$ cat config.mk
export PLATFORM = sky130hd
export DESIGN_NAME = execQueue
export DESIGN_NICKNAME = d
export VERILOG_FILES = /design/src/rtl/execPkg.sv /design/src/rtl/execQueue.sv
export SDC_FILE = /design/constraint.sdc
export NUM_CORES = 1
export LEC_CHECK = 0
export ABC_AREA = 1
export ABC_CLOCK_PERIOD_IN_PS = 8500
export BUFFER_PORTS_ARGS = -buffer_cell sky130_fd_sc_hd__buf_4
export CORE_ASPECT_RATIO = 0.8
export CORE_UTILIZATION = 46
export DETAILED_ROUTE_END_ITERATION = 6
export GPL_ROUTABILITY_DRIVEN = 0
export GPL_TIMING_DRIVEN = 0
export HOLD_SLACK_MARGIN = 0.06
export PLACE_DENSITY = 0.66
export REMOVE_ABC_BUFFERS = 1
export SLEW_MARGIN = 20
export SYNTH_ARGS = -nofsm -noshare
export SYNTH_HDL_FRONTEND = slang
export SYNTH_SLANG_ARGS = --single-unit
export TNS_END_PERCENT = 1
$ cat constraint.sdc
create_clock -name clk -period 8.5 [get_ports clk]
set_input_delay 0.425 -clock clk [delete_from_list [all_inputs] [get_ports clk]]
set_output_delay 0.425 -clock clk [all_outputs]
set_load 0.005 [all_outputs]
$ cat src/rtl/execPkg.sv
`default_nettype none

package execPkg;

	// Operation codes seen by the execute stage
	typedef enum logic [4:0] {
		ADD,
		SUB,
		MUL,
		MULH,
		MULHU,
		MULHSU,
		DIV,
		DIVU,
		REM,
		REMU,
		XOR,
		AND,
		OR,
		NOT,
		SLL,
		SRL,
		SRA,
		LESS,
		LESSU,
		EQUAL,
		NEQ,
		GTE,
		GTEU,
		IMMVAL,
		JUMPUNCOND
	} opcodeE;

	typedef enum logic [1:0] {
		RTYPE,
		ITYPE,
		STYPE,
		UTYPE
	} instrTypeE;

	// Request after the second operand is resolved
	typedef struct packed {
		opcodeE      opcode;
		logic [63:0] opA;
		logic [63:0] opB;
		logic [7:0]  tag;
	} aluReqT;

	typedef struct packed {
		logic [63:0] result;
		logic [7:0]  tag;
	} aluRespT;

	// Ops that go to the iterative divider
	function automatic logic isDivOp(input opcodeE op);
		return op inside {DIV, DIVU, REM, REMU};
	endfunction

endpackage

`default_nettype wire

$ cat src/rtl/execQueue.sv
`timescale 1ns/1ps
`default_nettype none

module execQueue #(
	parameter int queueDepth = 4
) (
	input  wire             logic clk,
	input  wire             logic rstN,
	input  wire             logic reqStrobe,
	input  execPkg::aluReqT req,
	input  wire             logic pop,
	output execPkg::aluReqT head,
	output logic            notEmpty,
	output logic            overrun
);
	import execPkg::*;

	localparam int ptrW = (queueDepth > 1) ? $clog2(queueDepth) : 1;
	localparam int cntW = $clog2(queueDepth + 1);

	aluReqT            mem [queueDepth];
	logic [ptrW-1:0]   rdPtr;
	logic [ptrW-1:0]   wrPtr;
	logic [cntW-1:0]   count;
	logic              full;
	logic              pushOk;

	assign full     = (count == cntW'(queueDepth));
	assign pushOk   = reqStrobe && !full; // Full queue drops the request
	assign notEmpty = (count != '0);
	assign head     = mem[rdPtr];

	always_ff @(posedge clk or negedge rstN) begin
		if (!rstN) begin
			rdPtr   <= '0;
			wrPtr   <= '0;
			count   <= '0;
			overrun <= 1'b0;
		end else begin
			if (pushOk) begin
				wrPtr <= (wrPtr == ptrW'(queueDepth - 1)) ? '0 : wrPtr + 1'b1;
			end
			if (pop) begin
				rdPtr <= (rdPtr == ptrW'(queueDepth - 1)) ? '0 : rdPtr + 1'b1;
			end
			count <= count + cntW'(pushOk) - cntW'(pop);
			if (reqStrobe && full) overrun <= 1'b1; // Sticky until reset
		end
	end

	always_ff @(posedge clk) begin
		if (pushOk) mem[wrPtr] <= req;
	end

	// Consumer only pops what is there
	assert property (@(posedge clk) disable iff (!rstN) pop |-> notEmpty);
	assert property (@(posedge clk) disable iff (!rstN) count <= cntW'(queueDepth));

endmodule

`default_nettype wire

* After elaboration in Yosys (flattened, before gate mapping)
Memories as Yosys holds them, arrays and structs flattened. Index checks and enable logic that the tools add are counted.
Storage, ports and cells: flip-flop bits (word level) 8, bits in writable memories 564, input port bits 145, output and inout bits 143, word-level logic and storage cells 20, memories 1
Memory list:
- mem | words 4, width 141, read ports 1, clocked after memory_dff 0, wr ports 1, line execQueue.sv:21 | aluReqT mem [queueDepth];
Operators by class: add/sub/neg operators 4, eq/ne operators 3, multiplexer cells 4, reduce and logical (&&, ||, !) cells 4
Operators by type and width (number):
- $add 2x1->2 const B | 2
- $eq 2x2->1 const B | 2
- $mux 2 | 2
- $add 3x1->3 | 1
- $eq 3x3->1 const B | 1
- $reduce_bool 3->1 | 1
- $sub 3x1->3 | 1
- $logic_and 1x1->1 | 2
- $mux 1 | 2
- $logic_not 1->1 | 1

* Longest topological paths before layout
depth in word-level cells 5, mapped depth 11, depth with buffers taken out 11

* Worst setup path before layout
Ideal clock, no wire load.
kind register to register, start reg count[1], end mem mem[0][0] (netlist name), enable pin, library setup time 0.644 ns, data arrival time 6.594 ns, data required time 7.856 ns, slack 1.262 ns, cell stages (with the launch flop) 5, path buffers 0, clock period less this slack 7.238 ns, cells stage by stage dfrtp_1 > nor2_1 > nand2_1 > nand2_1 > nor2_1
On the way: longest elaborated chain between the ends 5
RTL lines:
- start, declared | line execQueue.sv:24 | logic [cntW-1:0] count;
- start signal, assigned | line execQueue.sv:46 | count <= count + cntW'(pushOk) - cntW'(pop);
- $eq 3x3->1 | line execQueue.sv:28 | assign full = (count == cntW'(queueDepth));
- $logic_not 1->1 | line execQueue.sv:29 | assign pushOk = reqStrobe && !full;
- $logic_and 1x1->1 | line execQueue.sv:29
- $mux 1 | line execQueue.sv:52 | if (pushOk) mem[wrPtr] <= req;
- $mux 1 (implied by the code) | line execQueue.sv:52
- end, declared | line execQueue.sv:21
Every way passes these cells.

==> impl_metrics.toml <==
[run_status]
status = "complete, no violations"

[pwr]
pwr_density_cell_mw_per_mm2 = 328.3
p_comb_frac = 0.355
switching_power_uw = 3085
p_seq_frac = 0.403
swShare = 0.3204
p_int_uw = 6545
ir_drop_mv = 0.2283
pwr-share-clk = 0.242
leakage_uw = 0.01167

[sta]
min_period_ps = 3758
slew-limit-headroom = 0.5370
hold_viol = 0
setup_violations = 0
slew_viol_final = 0
whs_ps = 126.6
finalCritPeriodShare = 0.4421
fmax_ghz = 0.2661
rsz0062_at_grt = "false"
worst_slew_pin_slew_ps = 694.5
finalClockSkew_ps = 7.986

[detailed_routing]
wire_per_inst_um = 16.33
wl_met2_um = 22630
ant_nets = 0
finalWirelength_um = 46570
drt_first_iter_violations = 764
drtPass1Iterations = 5
vias_per_cell = 4.836
wl_met3_um = 3129
vias = 13790
top_layer = "met5"
wl_met1_um = 19820
drc = 0

[final_layout]
drive_above_1_share = 0.1860
syn_to_final_growth_pct = 27.43
fin_nets = 2291
n_fill_cell = 3703
layout.area.seq_mm2 = 0.01714
multi_input_area_mm2 = 0.003954
fin_cells = 2851
final_area_mm2 = 0.02933

[global_route]
first_global_vias = 14230
overflow = 0
grtUsageTotal = 0.1854
antenna_found_initial = 5
grt_start_max_net_pins = 83
grt_pass1_wl_um = 74690

[critical_path]
arrival_ps = 3330
cp_top_family = "buffers and inverters"
path_max_fanout = 81
rr_startpoint = "count[1]"
critPathBufInv = 6
crit_path_max_incr_delay_ps = 760
reg2reg_slack_ps = 5780
crit_path_frequent_cell = "buf_12"
criticalPathCategory = "flop to output port"
required_ps = 8080
cp.depth = 9
r2r_cells = 8
end_kind = "output port"
critical_path.cell_chain = "buf_12, buf_12, buf_16, buf_16, buf_12, nand2_1, o211ai_1, nand2_1, buf_4"
slowest_stage = "dfrtp_4"
reg2reg_to = "mem[1][19]"
startpoint_type = "flop"

[yosys]
synthDistinctLibCells = 17
yosysSeqAreaShare = 0.7445
syn_area_mm2 = 0.02302
syn_avg_cell_area_um2 = 13.50
ys_warn_count = 0
ys_seq_elements = 572
netlist_instances = 1705

[floorplanning]
die_h_um = 202.1
die-area_mm2 = 0.05094
core_region_area_mm2 = 0.04883
ios = 288
fp-row-count = 72
initial_utilization = 0.4714
die_x_um = 252.1

[worst_hold_path]
hold_end = "wrPtr[1]"
hold_start = "reqStrobe"
holdPathStages = 3
hold_path_class = "input port to flop"

[placed_design]
io_buffers = 287
place_inst = 2605
postPlaceCellArea_mm2 = 0.02619
hpwlAfterDp_um = 28680

[clocking]
tritoncts = "yes"
cts.clk_slew.worst_paths_ps = 60
cts_resized = 0
clk-insertion-delay-late_ps = 590
cts_htree_levels = 2
cts_made_buffers = 55
cts-root-buf = "clkbuf_16"
cts.sinks = 572
cts_max_path_buffers = 3

[flow_run]
max_cap_viol_count = 0
worst min-delay path, delay by kind of cell:
family,cells,cell delay [ps]
and+or+nand+nor,2,140
buffers and inverters,1,110
layout make-up:
| type | instances | area share |
|---|---|---|
| Timing Repair Buffer | 471 | 0.1556 |
| Tap cell | 666 | 0.02841 |
| Inverter | 297 | 0.03826 |
| Clock buffer | 71 | 0.04970 |
| Multi-Input combinational cell | 742 | 0.1348 |
| Clock inverter | 30 | 0.008574 |
| Sequential cell | 572 | 0.5845 |
| Antenna cell | 2 | 0.0001706 |
metrics by stage:
stage	setup TNS, ps	setup WS (ps)	power [uW]	util
global placement	-2876630	-5212	7235	0.5154
global route	0	4453	10220	0.6007
detailed placement	0	5358	7360	0.5363
floorplan	-197080	-1750	5915	-
CTS	0	4712	9752	0.6006
finish	0	4742	9630	0.6007
worst max path at each step:
stage	startpoint	end	slack (ps)
2_1_floorplan	rdPtr[0]	rdPtr[0]	-1750
3_3_place_gp	rdPtr[0]	head[107]	-5210
3_5_place_dp	rdPtr[0]	head[113]	5360
4_1_cts	rdPtr[0]	head[113]	4710
5_1_grt	rdPtr[0]	head[110]	4450
6_report	rdPtr[0]	head[135]	4740
cells in the final DEF (no fill, tap or decap), types with 2 or more instances in the layout:
cell,netlist,layout
buf_16,0,21
o211ai_1,282,282
clkbuf_16,0,56
bufinv_16,0,4
edfxtp_1,564,564
inv_1,296,296
nor2_4,0,4
buf_4,13,287
buf_12,0,20
dfrtp_4,0,2
nand2_1,438,438
ha_1,6,6
clkinvlp_4,0,2
clkbuf_1,5,15
nor2_1,8,4
nand3_1,4,4
diode_2,0,2
clkinv_1,0,15
dlygate4sd3_1,0,143
dfrtp_1,8,6
clkinv_2,0,7
cells by family (layout without fill, tap and decap cells):
kind of cell | Yosys count | count (layout) | synth area share
compound gates | 285 | 285 | 0.09273
fa+ha+maj | 7 | 7 | 0.004131
buf+inv | 391 | 869 | 0.08507
flops | 572 | 572 | 0.7445
other cells | 0 | 2 | 0
simple gates | 450 | 450 | 0.07360
what timing repair did:
action	4_1_cts	5_1_grt
setup buffers	0	0
endpoints found under the setup margin	0	0
hold buffers	143	0
endpoints found under the hold margin	574	0
layer usage:
metal | vias up | track usage
met3 | 81 | 0.05151
met2 | 324 | 0.3183
met5 | - | 0
met4 | 6 | 0.05281
met1 | 6563 | 0.2290
li1 | 6814 | -
synth_stat cells (all sizes together):
library cell  count  area share
buf              89       0.036
o21ai             1     0.00022
nor2              8      0.0013
inv             297       0.049
ha                6      0.0033
o211ai          282       0.092
a21oi             1     0.00022
nand2           438       0.071
fa                1     0.00087
nand3             4     0.00087
o21bai            1     0.00033
edfxtp          564        0.74
dfrtp             8      0.0087
clkbuf            5     0.00082
sequential cells by signal (all words and copies together) (netlist names):
name,flops
mem,564
wrPtr,2
rdPtr,2
overrun,1
count,3
power by group through the flow:
stage	Sequential, uW	Combinational (uW)	Clock [uW]
after floorplan	4280	1630	0
after global placement	4480	2750	0
after detailed placement	3950	3410	0
after CTS	3890	3480	2380
after global routing	3930	3790	2490
final	3890	3420	2330
Note: power is estimated with default switching activity, not from simulation.
