## config.mk

```make
export PLATFORM = sky130hd
export DESIGN_NAME = operandSelect
export DESIGN_NICKNAME = d
export VERILOG_FILES = /design/src/rtl/execPkg.sv /design/src/rtl/operandSelect.sv
export SDC_FILE = /design/constraint.sdc
export NUM_CORES = 1
export LEC_CHECK = 0
export BUFFER_PORTS_ARGS = -buffer_cell sky130_fd_sc_hd__buf_2
export CORE_AREA = 2 2 127 129
export DETAILED_ROUTE_END_ITERATION = 8
export DIE_AREA = 0 0 129 131
export PLACE_DENSITY = 0.65
export SYNTH_ARGS = -nofsm -noshare
export SYNTH_HDL_FRONTEND = slang
export SYNTH_SLANG_ARGS = --single-unit
```

## constraint.sdc

```tcl
create_clock -name clk -period 0.8 [get_ports clk]
set_input_delay 0.16 -clock clk [delete_from_list [all_inputs] [get_ports clk]]
set_output_delay 0.16 -clock clk [all_outputs]
set_load 0.01 [all_outputs]
```

## src/rtl/execPkg.sv

```systemverilog
`default_nettype none

package execPkg;

	// Operation codes seen by the execute stage
	typedef enum logic [4:0] {
		ADD,
		SUB,
		MUL,
		MULH,
		MULHU,
		MULHSU,
		DIV,
		DIVU,
		REM,
		REMU,
		XOR,
		AND,
		OR,
		NOT,
		SLL,
		SRL,
		SRA,
		LESS,
		LESSU,
		EQUAL,
		NEQ,
		GTE,
		GTEU,
		IMMVAL,
		JUMPUNCOND
	} opcodeE;

	typedef enum logic [1:0] {
		RTYPE,
		ITYPE,
		STYPE,
		UTYPE
	} instrTypeE;

	// Request after the second operand is resolved
	typedef struct packed {
		opcodeE      opcode;
		logic [63:0] opA;
		logic [63:0] opB;
		logic [7:0]  tag;
	} aluReqT;

	typedef struct packed {
		logic [63:0] result;
		logic [7:0]  tag;
	} aluRespT;

	// Ops that go to the iterative divider
	function automatic logic isDivOp(input opcodeE op);
		return op inside {DIV, DIVU, REM, REMU};
	endfunction

endpackage

`default_nettype wire

```

## src/rtl/operandSelect.sv

```systemverilog
`timescale 1ns/1ps
`default_nettype none

module operandSelect (
	input  wire                logic clk,
	input  wire                logic rstN,
	input  wire                logic inStrobe,
	input  execPkg::opcodeE    opcode,
	input  execPkg::instrTypeE instrType,
	input  wire                logic [63:0] value1,
	input  wire                logic [63:0] value2,
	input  wire                logic [31:0] immediate,
	input  wire                logic [5:0] shamt,
	input  wire                logic [7:0] tag,
	output logic               reqStrobe,
	output execPkg::aluReqT    req
);
	import execPkg::*;

	logic [63:0] immExt;
	logic [63:0] opB;
	logic        isShift;

	assign immExt  = {{32{immediate[31]}}, immediate};
	assign isShift = opcode inside {SLL, SRL, SRA};

	always_comb begin
		if (opcode inside {IMMVAL, JUMPUNCOND}) begin
			opB = immExt; // lui, auipc and jumps carry the immediate
		end else begin
			case (instrType)
				RTYPE:        opB = value2;
				ITYPE:        opB = isShift ? {58'b0, shamt} : immExt;
				STYPE, UTYPE: opB = immExt;
				default:      opB = immExt;
			endcase
		end
	end

	always_ff @(posedge clk or negedge rstN) begin
		if (!rstN) begin
			reqStrobe <= 1'b0;
		end else begin
			reqStrobe <= inStrobe;
		end
	end

	always_ff @(posedge clk) begin
		if (inStrobe) begin
			req.opcode <= opcode;
			req.opA    <= value1;
			req.opB    <= opB;
			req.tag    <= tag;
		end
	end

endmodule

`default_nettype wire

```

### Word-level counts from Yosys, hierarchy flattened

Index checks and enable logic that the tools add are counted.

| word-level totals | value |
|---|---|
| output and inout bits | 142 |
| word-level logic and storage cells | 20 |
| bits of input ports | 184 |
| bits in registers | 142 |

| operators by class | value |
|---|---|
| reductions and logical operators | 4 |
| multiplexer cells | 3 |
| equality and inequality tests | 8 |

Operators with widths:

| kind | count |
|---|---|
| one-hot mux 64 bit (3 select lines) | 1 |
| two-way mux 64 bit | 2 |
| == test 5 bit (second input constant) | 3 |
| == test 5 x 4 -> 1 bit (second input constant) | 2 |
| == test 2 bit (second input constant) | 2 |
| nonzero test 3 bit | 1 |
| == test 2 x 1 -> 1 bit (second input constant) | 1 |
| logical NOT 2 bit | 1 |
| nonzero test 2 bit | 1 |
| OR reduction 2 bit | 1 |

### Longest topological paths before layout

Gate-level depths: netlist of the first run.

| logic depth | value |
|---|---|
| depth after elaboration | 5 |
| mapped depth | 7 |
| mapped depth without buffers | 4 |

### Worst setup path after synthesis of the first run

Ideal clock, no wire load.

| timing path | value |
|---|---|
| path type | input-to-reg |
| start point | input opcode[3] |
| end point | register req[12] (netlist name), data pin |
| library setup time | 0.261 ns |
| cell stages on the path | 7 |
| required time | 0.539 ns |
| slack | -0.839 ns |
| path buffers | 3 |
| arrival | 1.379 ns |
| cells stage by stage | buf_4 -> nor4b_2 -> o21ai_2 -> and3_1 -> buf_2 -> buf_6 -> a221o_1 |

| on the way | value |
|---|---|
| longest elaborated chain between the ends | 5 |
| elaborated cells on any way between the ends | 10 |
| those cells by class | 5 x eq/ne; 3 x mux; 2 x reduce/logical |

Ends and longest elaborated chain:

| item | line | RTL |
|---|---|---|
| start: declaration | operandSelect.sv:8 | `input execPkg::opcodeE opcode,` |
| == test 5 x 4 -> 1 bit or == test 5 bit (tied branches) | operandSelect.sv:25 | `assign isShift = opcode inside {SLL, SRL, SRA};` |
| nonzero test 3 bit | operandSelect.sv:25 |  |
| two-way mux 64 bit | operandSelect.sv:33 | `ITYPE: opB = isShift ? {58'b0, shamt} : immExt;` |
| one-hot mux 64 bit (3 select lines) | operandSelect.sv:31 | `case (instrType)` |
| two-way mux 64 bit * | operandSelect.sv:28 | `if (opcode inside {IMMVAL, JUMPUNCOND}) begin` |
| named net opB[4] | operandSelect.sv:21 | `logic [63:0] opB;` |
| end: declaration | operandSelect.sv:16 | `output execPkg::aluReqT req` |

Mark *: on every way through the listed nets, which the timed path passes. The rest lies on a longest branch.
A chain may end at the register's enable or synchronous reset.

### Worst setup path in the final report of the first run

| timing path | value |
|---|---|
| start point | input opcode[2] |
| end point | register req[43] (netlist name), data pin |

Same word-level chain as after synthesis.

==> metrics.md, run 1 <==
| Metric | Value |
|---|---|
| Combinational share of power | `0.138` |
| Pint | `0.0153 W` |
| Gr busiest metal | `met2` |
| WL per Instance | `17.2 um` |
| Predominant post-synthesis flop cell | `edfxtp_1` |
| DRC errors left | `0` |
| Worst vdd ir | `1310 uV` |
| Max Cap Viol | `0` |
| Clock root buffer master | `clkbuf_16` |
| Slew HR | `0.657` |
| Initial DRC count | `181` |
| Number of filler cells placed in the layout | `around 1.2k` |
| Post-route cell area | `0.00894 sq mm` |
| Sequential area share after synthesis | `0.817` |
| EDFF count, synth | `141` |
| WS Path Type | `in2reg` |
| Layout overhead on the synthesized area | `71.6%` |
| Number of global-route vias before repair | `~4.5k` |
| Die ar. | `0.0169 sq mm` |
| Share of post-route cells with drive strength above 1 | `0.542` |
| Failing checks | `negative setup slack` |
| Setup Viol. Count Final | `206` |
| CTS tree | `yes` |
| YS warnings | `0` |
| Final nets | `between 800 and 900` |
| # rows | `46` |
| # port buffers | `around 330` |
| Worst Tran Pin Value | `0.511 ns` |
| Mapped Cells | `roughly 260` |
| CP arrival | `approximately 1.4 ns` |
| Sw power | `approximately 0.0045 W` |
| Clock share of power | `0.402` |
| Crit. End Element | `flop` |
| FFs w/ async S/R, synth | `0.00704` |
| Core footprint | `0.0156 sq mm` |
| RSZ-0062 raised after global routing | `true` |
| Starting density of the core | `0.334` |
| Sw Ratio | `0.228` |
| HP Start | `value2[56]` |
| Slew Limit Fails | `0` |
| Grt met1 use | `0.189` |
| Min-delay worst type | `in2reg` |
| Multi-input gate area | `roughly 900 sq um` |
| Tcrit/Tclk final | `1.54` |
| Hold Vio Cnt, Final | `0` |
| Tot GR Track Use | `0.184` |
| Required @ worst endpoint | `0.96 ns` |
| Fin crit period | `1.24 ns` |
| Synth unique cells | `27` |
| First-pass GRT wire length | `23000 um` |
| Critical path cell sequence | `buf_6, or3_4, o211ai_4, a31oi_2, buf_12, a21o_1` |
| Clock sink total | `142` |
| Worst setup SP type | `input pin` |
| Vias per cell | `4.60` |
| Synth Area per Inst | `20.0 sq um` |
| Post-synthesis cell area | `0.00521 sq mm` |
| WHS Path Cells | `2` |
| DRT Pass-1 Iters | `4` |
| Routed via count | `4332` |
| Met3 global-route usage | `0.0700` |
| Post-CTS setup buffer count | `0` |
| Gr ovfl total | `0` |
| Register area | `0.00426 sq mm` |
| Slowest cell on the critical path | `or3_4` |
| Mapped Nets | `445` |
| Pwr dens | `2220 mW/mm^2` |
| CTS max path bufs | `2` |
| GP Congestion | `0.812` |
| Global Route met2 Usage | `0.340` |
| H-tree depth | `4` |
| Final worst slack | `-0.436 ns` |
| Max Fclk | `809 MHz` |
| Placed Instance Area | `about 0.0073 sq mm` |
| WL final | `16200 um` |
| HPWL after DPL | `11500 um` |
| Post-DRT Antenna Nets | `0` |
| Total I/O pin count | `326` |
| Hold Path End | `req[64]$_DFFE_PP_` |
| Largest net degree at the start of global routing | `41` |
| Initial antenna violation count | `2` |
| Leak Pwr | `3.98 nW` |
| Tot Pwr | `0.0198 W` |
| Seq cells post-synth | `142` |
| Die height | `131 um` |
| Worst-path clk slew | `0.06 ns` |
| Seq pwr share | `0.460` |
| Die X | `about 130 um` |
| Status | `complete, but fails checks` |
| CP max FO | `33` |
| CTS buffer count | `17` |
| CP peak stage delay | `0.40 ns` |
## what timing repair did
action	in CTS	in global routing
setup endpoints to repair	206	206
hold endpoints to repair	95	0
gates resized for setup	10	9
pin swaps	4	5
hold buffers	95	0
## cell families after synthesis
logic type             count (synthesis)  share of synthesized area
flip-flops                           142                      0.817
AND/OR/NAND/NOR                       16                     0.0286
AO/OA/AOI/OAI                         85                      0.134
buffers and inverters                 18                     0.0204
## power groups by stage
stage          Clock [W]  Sequential (W)  Combinational (W)
2_1_floorplan          0         0.00963           0.000470
6_report         0.00796         0.00912            0.00274
3_3_place_gp           0         0.00926            0.00226
3_5_place_dp           0         0.00927            0.00232
4_1_cts          0.00815         0.00912            0.00272
5_1_grt          0.00846         0.00919            0.00295
## registers in the layout, summed over array words and instances (netlist names)
register	count
req	141
reqStrobe	1
## cells in the mapped netlist (all sizes together) (2+ instances only)
cell type | instances | area [sq um]
inv | 2 | 7.51
and4b | 2 | 20.0
edfxtp | 141 | 4230
a21o | 33 | 248
a32oi | 6 | 52.6
nor4bb | 6 | 60.1
buf | 14 | 91.3
a22o | 25 | 219
a21oi | 6 | 30.0
o211ai | 7 | 66.3
a221o | 6 | 60.1
## cells in the final DEF (no fill, tap or decap), types with 2 or more instances in the layout
cell type / n
a21o_1: 33
a21oi_1: 6
a221o_1: 6
a22o_1: 25
a32oi_1: 4
a32oi_2: 2
buf_12: 6
buf_2: 316
buf_4: 20
buf_6: 10
bufinv_16: 3
clkbuf_1: 2
clkbuf_16: 17
clkinv_2: 2
clkinv_4: 3
clkinvlp_4: 4
dlygate4sd3_1: 95
edfxtp_1: 141
inv_1: 2
nor4bb_1: 6
o211ai_1: 6
## critical path, delay by kind of cell
family	cells	cell delay, ns
buf+inv	2	0.29
simple gates	1	0.40
compound gates	3	0.54
## final cells by class
class,count,area share
flip-flops and latches,142,0.476
diodes,1,0.000280
well taps,216,0.0302
inverters,3,0.00126
multi-input cells,101,0.0990
clock buffers,19,0.0484
repair buffers,447,0.326
clock inverters,13,0.0187
## metal layers
metal / wire length, um / up-vias
met2: 8760 / 221
met5: 0 / -
li1: - / 1994
met3: 1290 / 23
met1: 5810 / 2094
met4: 306 / 0
## how the worst max path moves through the flow
stage	startpoint	cells past startpoint	slack, ns	end
6_report	opcode[2]	6	-0.44	req[43]$_DFFE_PP_
5_1_grt	opcode[2]	8	-0.46	req[67]$_DFFE_PP_
4_1_cts	req[37]$_DFFE_PP_	1	-0.43	req[37]
3_5_place_dp	opcode[1]	6	-0.92	req[67]$_DFFE_PP_
3_3_place_gp	opcode[2]	6	-0.87	req[67]$_DFFE_PP_
2_1_floorplan	opcode[2]	6	-0.80	req[41]$_DFFE_PP_
## metrics by stage
step                      std cells  hold slack, ns  setup WS, ns  utilization  setup TNS, ns
final                           942          0.0232        -0.436        0.573         -65.94
after detailed placement        814         -0.0639        -0.919        0.468         -67.33
after CTS                       941        0.000148        -0.435        0.571         -69.20
after floorplan                 261          -0.136        -0.795            -         -48.39
after global routing            942         0.00117        -0.455        0.573         -74.32
after global placement          814         -0.0651        -0.873        0.468         -65.32
Note: power is estimated with default switching activity, not from simulation.
==> run 2, diff against run 1 <==
- MAX_ROUTING_LAYER: not set -> met4
==> run 2 against run 1 <==
The flow still finishes with violations (negative setup slack); combinational power barely moved; clock power barely moved; first-iteration DRC count rose by 6.1%; worst setup slack improved by 0.0018 ns; sequential power barely moved; critical endpoint is now req[28]$_DFFE_PP_; worst hold slack got worse by 0.0085 ns; count of clock-buffer cells in the layout did not move; final area barely moved.
==> metrics.md, run 2 (synthesized netlist as in run 1, its figures left out) <==
| Metric | Value |
|---|---|
| Required @ worst endpoint | `0.96 ns (about the same)` |
| CTS buffer count | `17 (unchanged)` |
| CP arrival | `1.39 ns (was 1.40 ns)` |
| Post-CTS setup buffer count | `0 (unchanged)` |
| Routed via count | `4350 (was 4332)` |
| Pwr dens | `2220 mW/mm^2 (about the same)` |
| GP Congestion | `0.824 (was 0.812)` |
| DRC errors left | `0 (unchanged)` |
| Number of global-route vias before repair | `4505 (was 4470)` |
| Leak Pwr | `3.98 nW (about the same)` |
| Post-route insts no fill | `943 (was 942)` |
| RSZ-0062 raised after global routing | `true (unchanged)` |
| Share of post-route cells with drive strength above 1 | `0.542 (unchanged)` |
| Slew HR | `0.671 (was 0.657)` |
| Largest net degree at the start of global routing | `41 (unchanged)` |
| Most common cell after layout, fill and taps aside | `buf_2 (unchanged)` |
| Tot GR Track Use | `0.188 (was 0.184)` |
| Die X | `129 um (unchanged)` |
| CTS tree | `yes (unchanged)` |
| Core footprint | `0.0156 sq mm (unchanged)` |
| Biggest register | `req (unchanged)` |
| Initial antenna violation count | `2 (unchanged)` |
| Failing checks | `negative setup slack (unchanged)` |
| Clock sink total | `142 (unchanged)` |
| H-tree depth | `4 (unchanged)` |
| HPWL after DPL | `11500 um (unchanged)` |
| WL per Instance | `17.1 um (was 17.2 um)` |
| Biggest regs | `req x141, reqStrobe x1 (unchanged)` |
| WS Path Type | `in2reg (unchanged)` |
| Min-delay worst type | `in2reg (unchanged)` |
| Final worst slack | `-0.434 ns (was -0.436 ns)` |
| Clock root buffer master | `clkbuf_16 (unchanged)` |
| Tcrit/Tclk final | `1.54 (about the same)` |
| Starting density of the core | `0.334 (unchanged)` |
| HP Start | `value2[56] (unchanged)` |
| Total I/O pin count | `326 (unchanged)` |
| Setup Viol. Count Final | `206 (unchanged)` |
| # rows | `46 (unchanged)` |
| Max FFs per register | `141 (unchanged)` |
| Worst setup SP type | `input pin (unchanged)` |
| Max Fclk | `811 MHz (was 809 MHz)` |
| Max Cap Viol | `0 (unchanged)` |
| Hold Path End | `req[64]$_DFFE_PP_ (unchanged)` |
| Worst Tran Pin Value | `0.491 ns (was 0.511 ns)` |
| Die height | `131 um (unchanged)` |
| Final nets | `896 (unchanged)` |
| Placed Instances | `814 (unchanged)` |
| First-pass GRT wire length | `22900 um (was 23000 um)` |
| Vias per cell | `4.61 (was 4.60)` |
| Worst-path clk slew | `0.06 ns (about the same)` |
| Initial DRC count | `192 (was 181)` |
| Placed Instance Area | `0.00731 sq mm (unchanged)` |
| # port buffers | `325 (unchanged)` |
| Gr ovfl total | `0 (unchanged)` |
| Crit. End Element | `flop (unchanged)` |
| WL final | `16200 um (about the same)` |
| Post-DRT Antenna Nets | `0 (unchanged)` |
| Setup TNS | `-66.26 ns (was -65.94 ns)` |
| WHS Path Cells | `2 (unchanged)` |
| DRT Pass-1 Iters | `4 (unchanged)` |
| Tot Pwr | `0.0199 W (was 0.0198 W)` |
| Layout overhead on the synthesized area | `71.6% (about the same)` |
| CTS max path bufs | `2 (unchanged)` |
| CP max FO | `18 (was 33)` |
| Hold Vio Cnt, Final | `0 (unchanged)` |
| Status | `complete, but fails checks (unchanged)` |
| Slew Limit Fails | `0 (unchanged)` |
| Commonest non-fill, non-tap cells in the layout | `buf_2 (317), edfxtp_1 (141), dlygate4sd3_1 (95) (was buf_2 (316), edfxtp_1 (141), dlygate4sd3_1 (95))` |
| Die ar. | `0.0169 sq mm (unchanged)` |
| Fin crit period | `1.23 ns (was 1.24 ns)` |
| Post-route cell area | `0.00894 sq mm (about the same)` |
| Worst vdd ir | `1340 uV (was 1310 uV)` |
run 2: final cells by class:
class                   instances  area (sq um)
clock buffers                  19           433
multi-input cells             101           886
inverters                       3          11.3
clock inverters                13           168
fillers                      1220          6660
well taps                     216           270
diodes                          2          5.00
flip-flops and latches        142          4260
repair buffers                447          2910
run 2: how the worst max path moves through the flow:
stage / startpoint / endpoint / slack, ns / depth (start not counted)
3_3_place_gp: opcode[2] / req[67]$_DFFE_PP_ / -0.87 / 6
5_1_grt: opcode[2] / req[67]$_DFFE_PP_ / -0.46 / 8
4_1_cts: req[37]$_DFFE_PP_ / req[37] / -0.43 / 1
3_5_place_dp: opcode[1] / req[67]$_DFFE_PP_ / -0.92 / 6
6_report: opcode[2] / req[28]$_DFFE_PP_ / -0.43 / 6
2_1_floorplan: opcode[2] / req[41]$_DFFE_PP_ / -0.80 / 6
run 2: critical path, stage by stage:
cell and delay (ns):
buf_6 0.10, or3_4 0.40, o211ai_4 0.21, nand3_4 0.12, buf_12 0.17, a22o_1 0.23
run 2: stage by stage:
step | hold slack [ns] | utilization | setup WS [ns]
5_1_grt | 0.00566 | 0.573 | -0.459
2_1_floorplan | -0.136 | - | -0.795
3_5_place_dp | -0.0639 | 0.468 | -0.919
6_report | 0.0147 | 0.573 | -0.434
3_3_place_gp | -0.0651 | 0.468 | -0.873
4_1_cts | 0.000148 | 0.571 | -0.435
run 2: layer usage:
layer  part of all wire  wire (um)  track usage  vias up
met3              0.076       1230       0.0558       38
met1               0.36       5830        0.188     2076
met2               0.54       8680        0.340      240
met4              0.026        422       0.0825        0
li1                   -          -            -     1996
met5                  0          0            -        -
run 2: what timing repair did:
item                                    CTS  global route
hold endpoints to repair                 95             0
hold buffers                             95             0
endpoints found under the setup margin  206           206
pin swaps                                 4             5
resized for setup                        10             8
run 2: power breakdown:
part	switching, W	internal (W)	total, W
clock network	0.00307	0.00492	0.00799
logic	0.00130	0.00144	0.00274
registers	0.000182	0.00894	0.00912
==> run 3, diff against run 2 <==
- BUFFER_PORTS_ARGS: -buffer_cell sky130_fd_sc_hd__buf_2 -> -buffer_cell sky130_fd_sc_hd__buf_4
==> run 3 against run 2 <==
The run still ends with negative setup slack left; utilization is 7.8 points higher; count of clock-buffer cells in the layout is 1 lower; power is 7.4% higher; wire length is 13% higher; critical endpoint is now req[22]$_DFFE_PP_; largest cell class unchanged.
==> metrics.md, run 3 (synthesized netlist as in run 1, its figures left out) <==
| Metric | Value |
|---|---|
| # rows | `46 (unchanged)` |
| WL final | `18200 um (was 16200 um)` |
| CTS max path bufs | `2 (unchanged)` |
| Crit. End Element | `flop (unchanged)` |
| Clock root buffer master | `clkbuf_16 (unchanged)` |
| First-pass GRT wire length | `24900 um (was 22900 um)` |
| Core footprint | `0.0156 sq mm (unchanged)` |
| Inserted Diodes | `0 (was 2)` |
| Placed Instance Area | `0.00814 sq mm (was 0.00731 sq mm)` |
| Post-route cell area | `0.0102 sq mm (was 0.00894 sq mm)` |
| Gr ovfl total | `0 (unchanged)` |
| CTS tree | `yes (unchanged)` |
| Starting density of the core | `0.334 (unchanged)` |
| Layout overhead on the synthesized area | `95.0% (was 71.6%)` |
| Status | `complete, but fails checks (unchanged)` |
| CTS buffer count | `17 (unchanged)` |
| WS Path Type | `in2reg (unchanged)` |
| Most common cell after layout, fill and taps aside | `buf_4 (was buf_2)` |
| Worst vdd ir | `1390 uV (was 1340 uV)` |
| Biggest register | `req (unchanged)` |
| Final worst slack | `-0.430 ns (was -0.434 ns)` |
| Seq pwr share | `0.435 (was 0.459)` |
| Sw Ratio | `0.226 (was 0.229)` |
| Failing checks | `negative setup slack (unchanged)` |
| Sw power | `0.00483 W (was 0.00456 W)` |
| Slew Limit Fails | `0 (unchanged)` |
| Setup Viol. Count Final | `206 (unchanged)` |
| Setup TNS | `-67.85 ns (was -66.26 ns)` |
| Hold Vio Cnt, Final | `0 (unchanged)` |
| Worst Tran Pin Value | `0.424 ns (was 0.491 ns)` |
| Max FFs per register | `141 (unchanged)` |
| Tcrit/Tclk final | `1.54 (about the same)` |
| # port buffers | `325 (unchanged)` |
| Initial antenna violation count | `0 (was 2)` |
| Final nets | `889 (was 896)` |
| DRC errors left | `0 (unchanged)` |
| Largest net degree at the start of global routing | `34 (was 41)` |
| Slew HR | `0.716 (was 0.671)` |
| GP Congestion | `0.892 (was 0.824)` |
| Clock share of power | `0.392 (was 0.403)` |
| Combinational share of power | `0.172 (was 0.138)` |
| Pint | `0.0165 W (was 0.0153 W)` |
| Leak Pwr | `4.41 nW (was 3.98 nW)` |
| Biggest regs | `req x141, reqStrobe x1 (unchanged)` |
| DRT Pass-1 Iters | `7 (was 4)` |
| Pwr dens | `2100 mW/mm^2 (was 2220 mW/mm^2)` |
| Tot GR Track Use | `0.207 (was 0.188)` |
| CP arrival | `1.39 ns (about the same)` |
| Die ar. | `0.0169 sq mm (unchanged)` |
| WL per Instance | `19.5 um (was 17.1 um)` |
| Hold Slack | `0.0175 ns (was 0.0147 ns)` |
| Clock sink total | `142 (unchanged)` |
| Commonest non-fill, non-tap cells in the layout | `buf_4 (206), buf_6 (142), edfxtp_1 (141) (was buf_2 (317), edfxtp_1 (141), dlygate4sd3_1 (95))` |
| Post-CTS setup buffer count | `0 (unchanged)` |
| Fin crit period | `1.23 ns (about the same)` |
| Share of post-route cells with drive strength above 1 | `0.548 (was 0.542)` |
| Die height | `131 um (unchanged)` |
| Min-delay worst type | `in2reg (unchanged)` |
| Number of global-route vias before repair | `4591 (was 4505)` |
| Routed via count | `4416 (was 4350)` |
| Worst setup SP type | `input pin (unchanged)` |
| Worst-path clk slew | `0.06 ns (about the same)` |
| RSZ-0062 raised after global routing | `true (unchanged)` |
| CP max FO | `20 (was 18)` |
| Max Fclk | `813 MHz (was 811 MHz)` |
| Final core utilization | `0.652 (was 0.573)` |
| Vias per cell | `4.73 (was 4.61)` |
| HPWL after DPL | `12200 um (was 11500 um)` |
| Tot Pwr | `0.0213 W (was 0.0199 W)` |
| Total I/O pin count | `326 (unchanged)` |
| H-tree depth | `4 (unchanged)` |
| Post-DRT Antenna Nets | `0 (unchanged)` |
| Required @ worst endpoint | `0.96 ns (about the same)` |
| Die X | `129 um (unchanged)` |
| Max Cap Viol | `0 (unchanged)` |
| Initial DRC count | `223 (was 192)` |
-- run 3: cell types whose count changed in the layout (fill, tap and decap cells not counted), moves of 10 or more --
cell | before | now
buf_6 | 9 | 142
dlygate4sd3_1 | 95 | 85
buf_2 | 317 | 0
buf_4 | 20 | 206
-- run 3: timing repair --
action / in CTS / in global routing
pin swaps: 9 / 4
hold endpoints to repair: 82 / 3
gates resized for setup: 101 / 45
cloned: 0 / 0
hold buffers: 82 / 3
endpoints found under the setup margin: 206 / 206
-- run 3: worst max-delay path: stages --
cell      delay, ns
buf_8          0.10
or3_4          0.40
o211ai_4       0.21
nand3_4        0.12
buf_12         0.17
a22o_1         0.22
-- run 3: final timing paths --
| kind | start | to | slack [ns] | cells past startpoint |
|---|---|---|---|---|
| setup / recovery | opcode[2] | req[22]$_DFFE_PP_ | -0.43 | 6 |
| hold / removal | value2[43] | req[51]$_DFFE_PP_ | 0.02 | 2 |
| max in group asynchronous | rstN | reqStrobe$_DFF_PN0_ | 0.63 | 2 |
| min in group asynchronous | rstN | reqStrobe$_DFF_PN0_ | 0.09 | 2 |
-- run 3: layer usage --
| layer | part of all wire | vias to the layer above | GRT usage |
|---|---|---|---|
| li1 | - | 1981 | - |
| met1 | 0.35 | 2155 | 0.205 |
| met2 | 0.55 | 246 | 0.384 |
| met3 | 0.079 | 34 | 0.0668 |
| met4 | 0.022 | 0 | 0.0678 |
| met5 | 0 | - | - |
-- run 3: layout make-up --
cell class	count	area, sq um
inverter	3	11.3
fill	1074	5440
timing repair buffer	440	4130
tap	216	270
clock buffer	18	429
clock inverter	13	191
sequential	142	4260
multi-input combinational	101	870
-- run 3: metrics by stage --
stage	setup WS (ns)	instances
6_report	-0.430	933
3_5_place_dp	-0.938	817
5_1_grt	-0.452	933
2_1_floorplan	-0.795	261
3_3_place_gp	-0.890	817
4_1_cts	-0.431	930
-- run 3: power groups by stage --
| stage | logic (W) | registers [W] | clock network (W) |
|---|---|---|---|
| floorplan | 0.000470 | 0.00963 | 0 |
| finish | 0.00368 | 0.00928 | 0.00837 |
| detailed placement | 0.00293 | 0.00930 | 0 |
| global placement | 0.00287 | 0.00928 | 0 |
| global route | 0.00388 | 0.00934 | 0.00887 |
| CTS | 0.00354 | 0.00924 | 0.00844 |
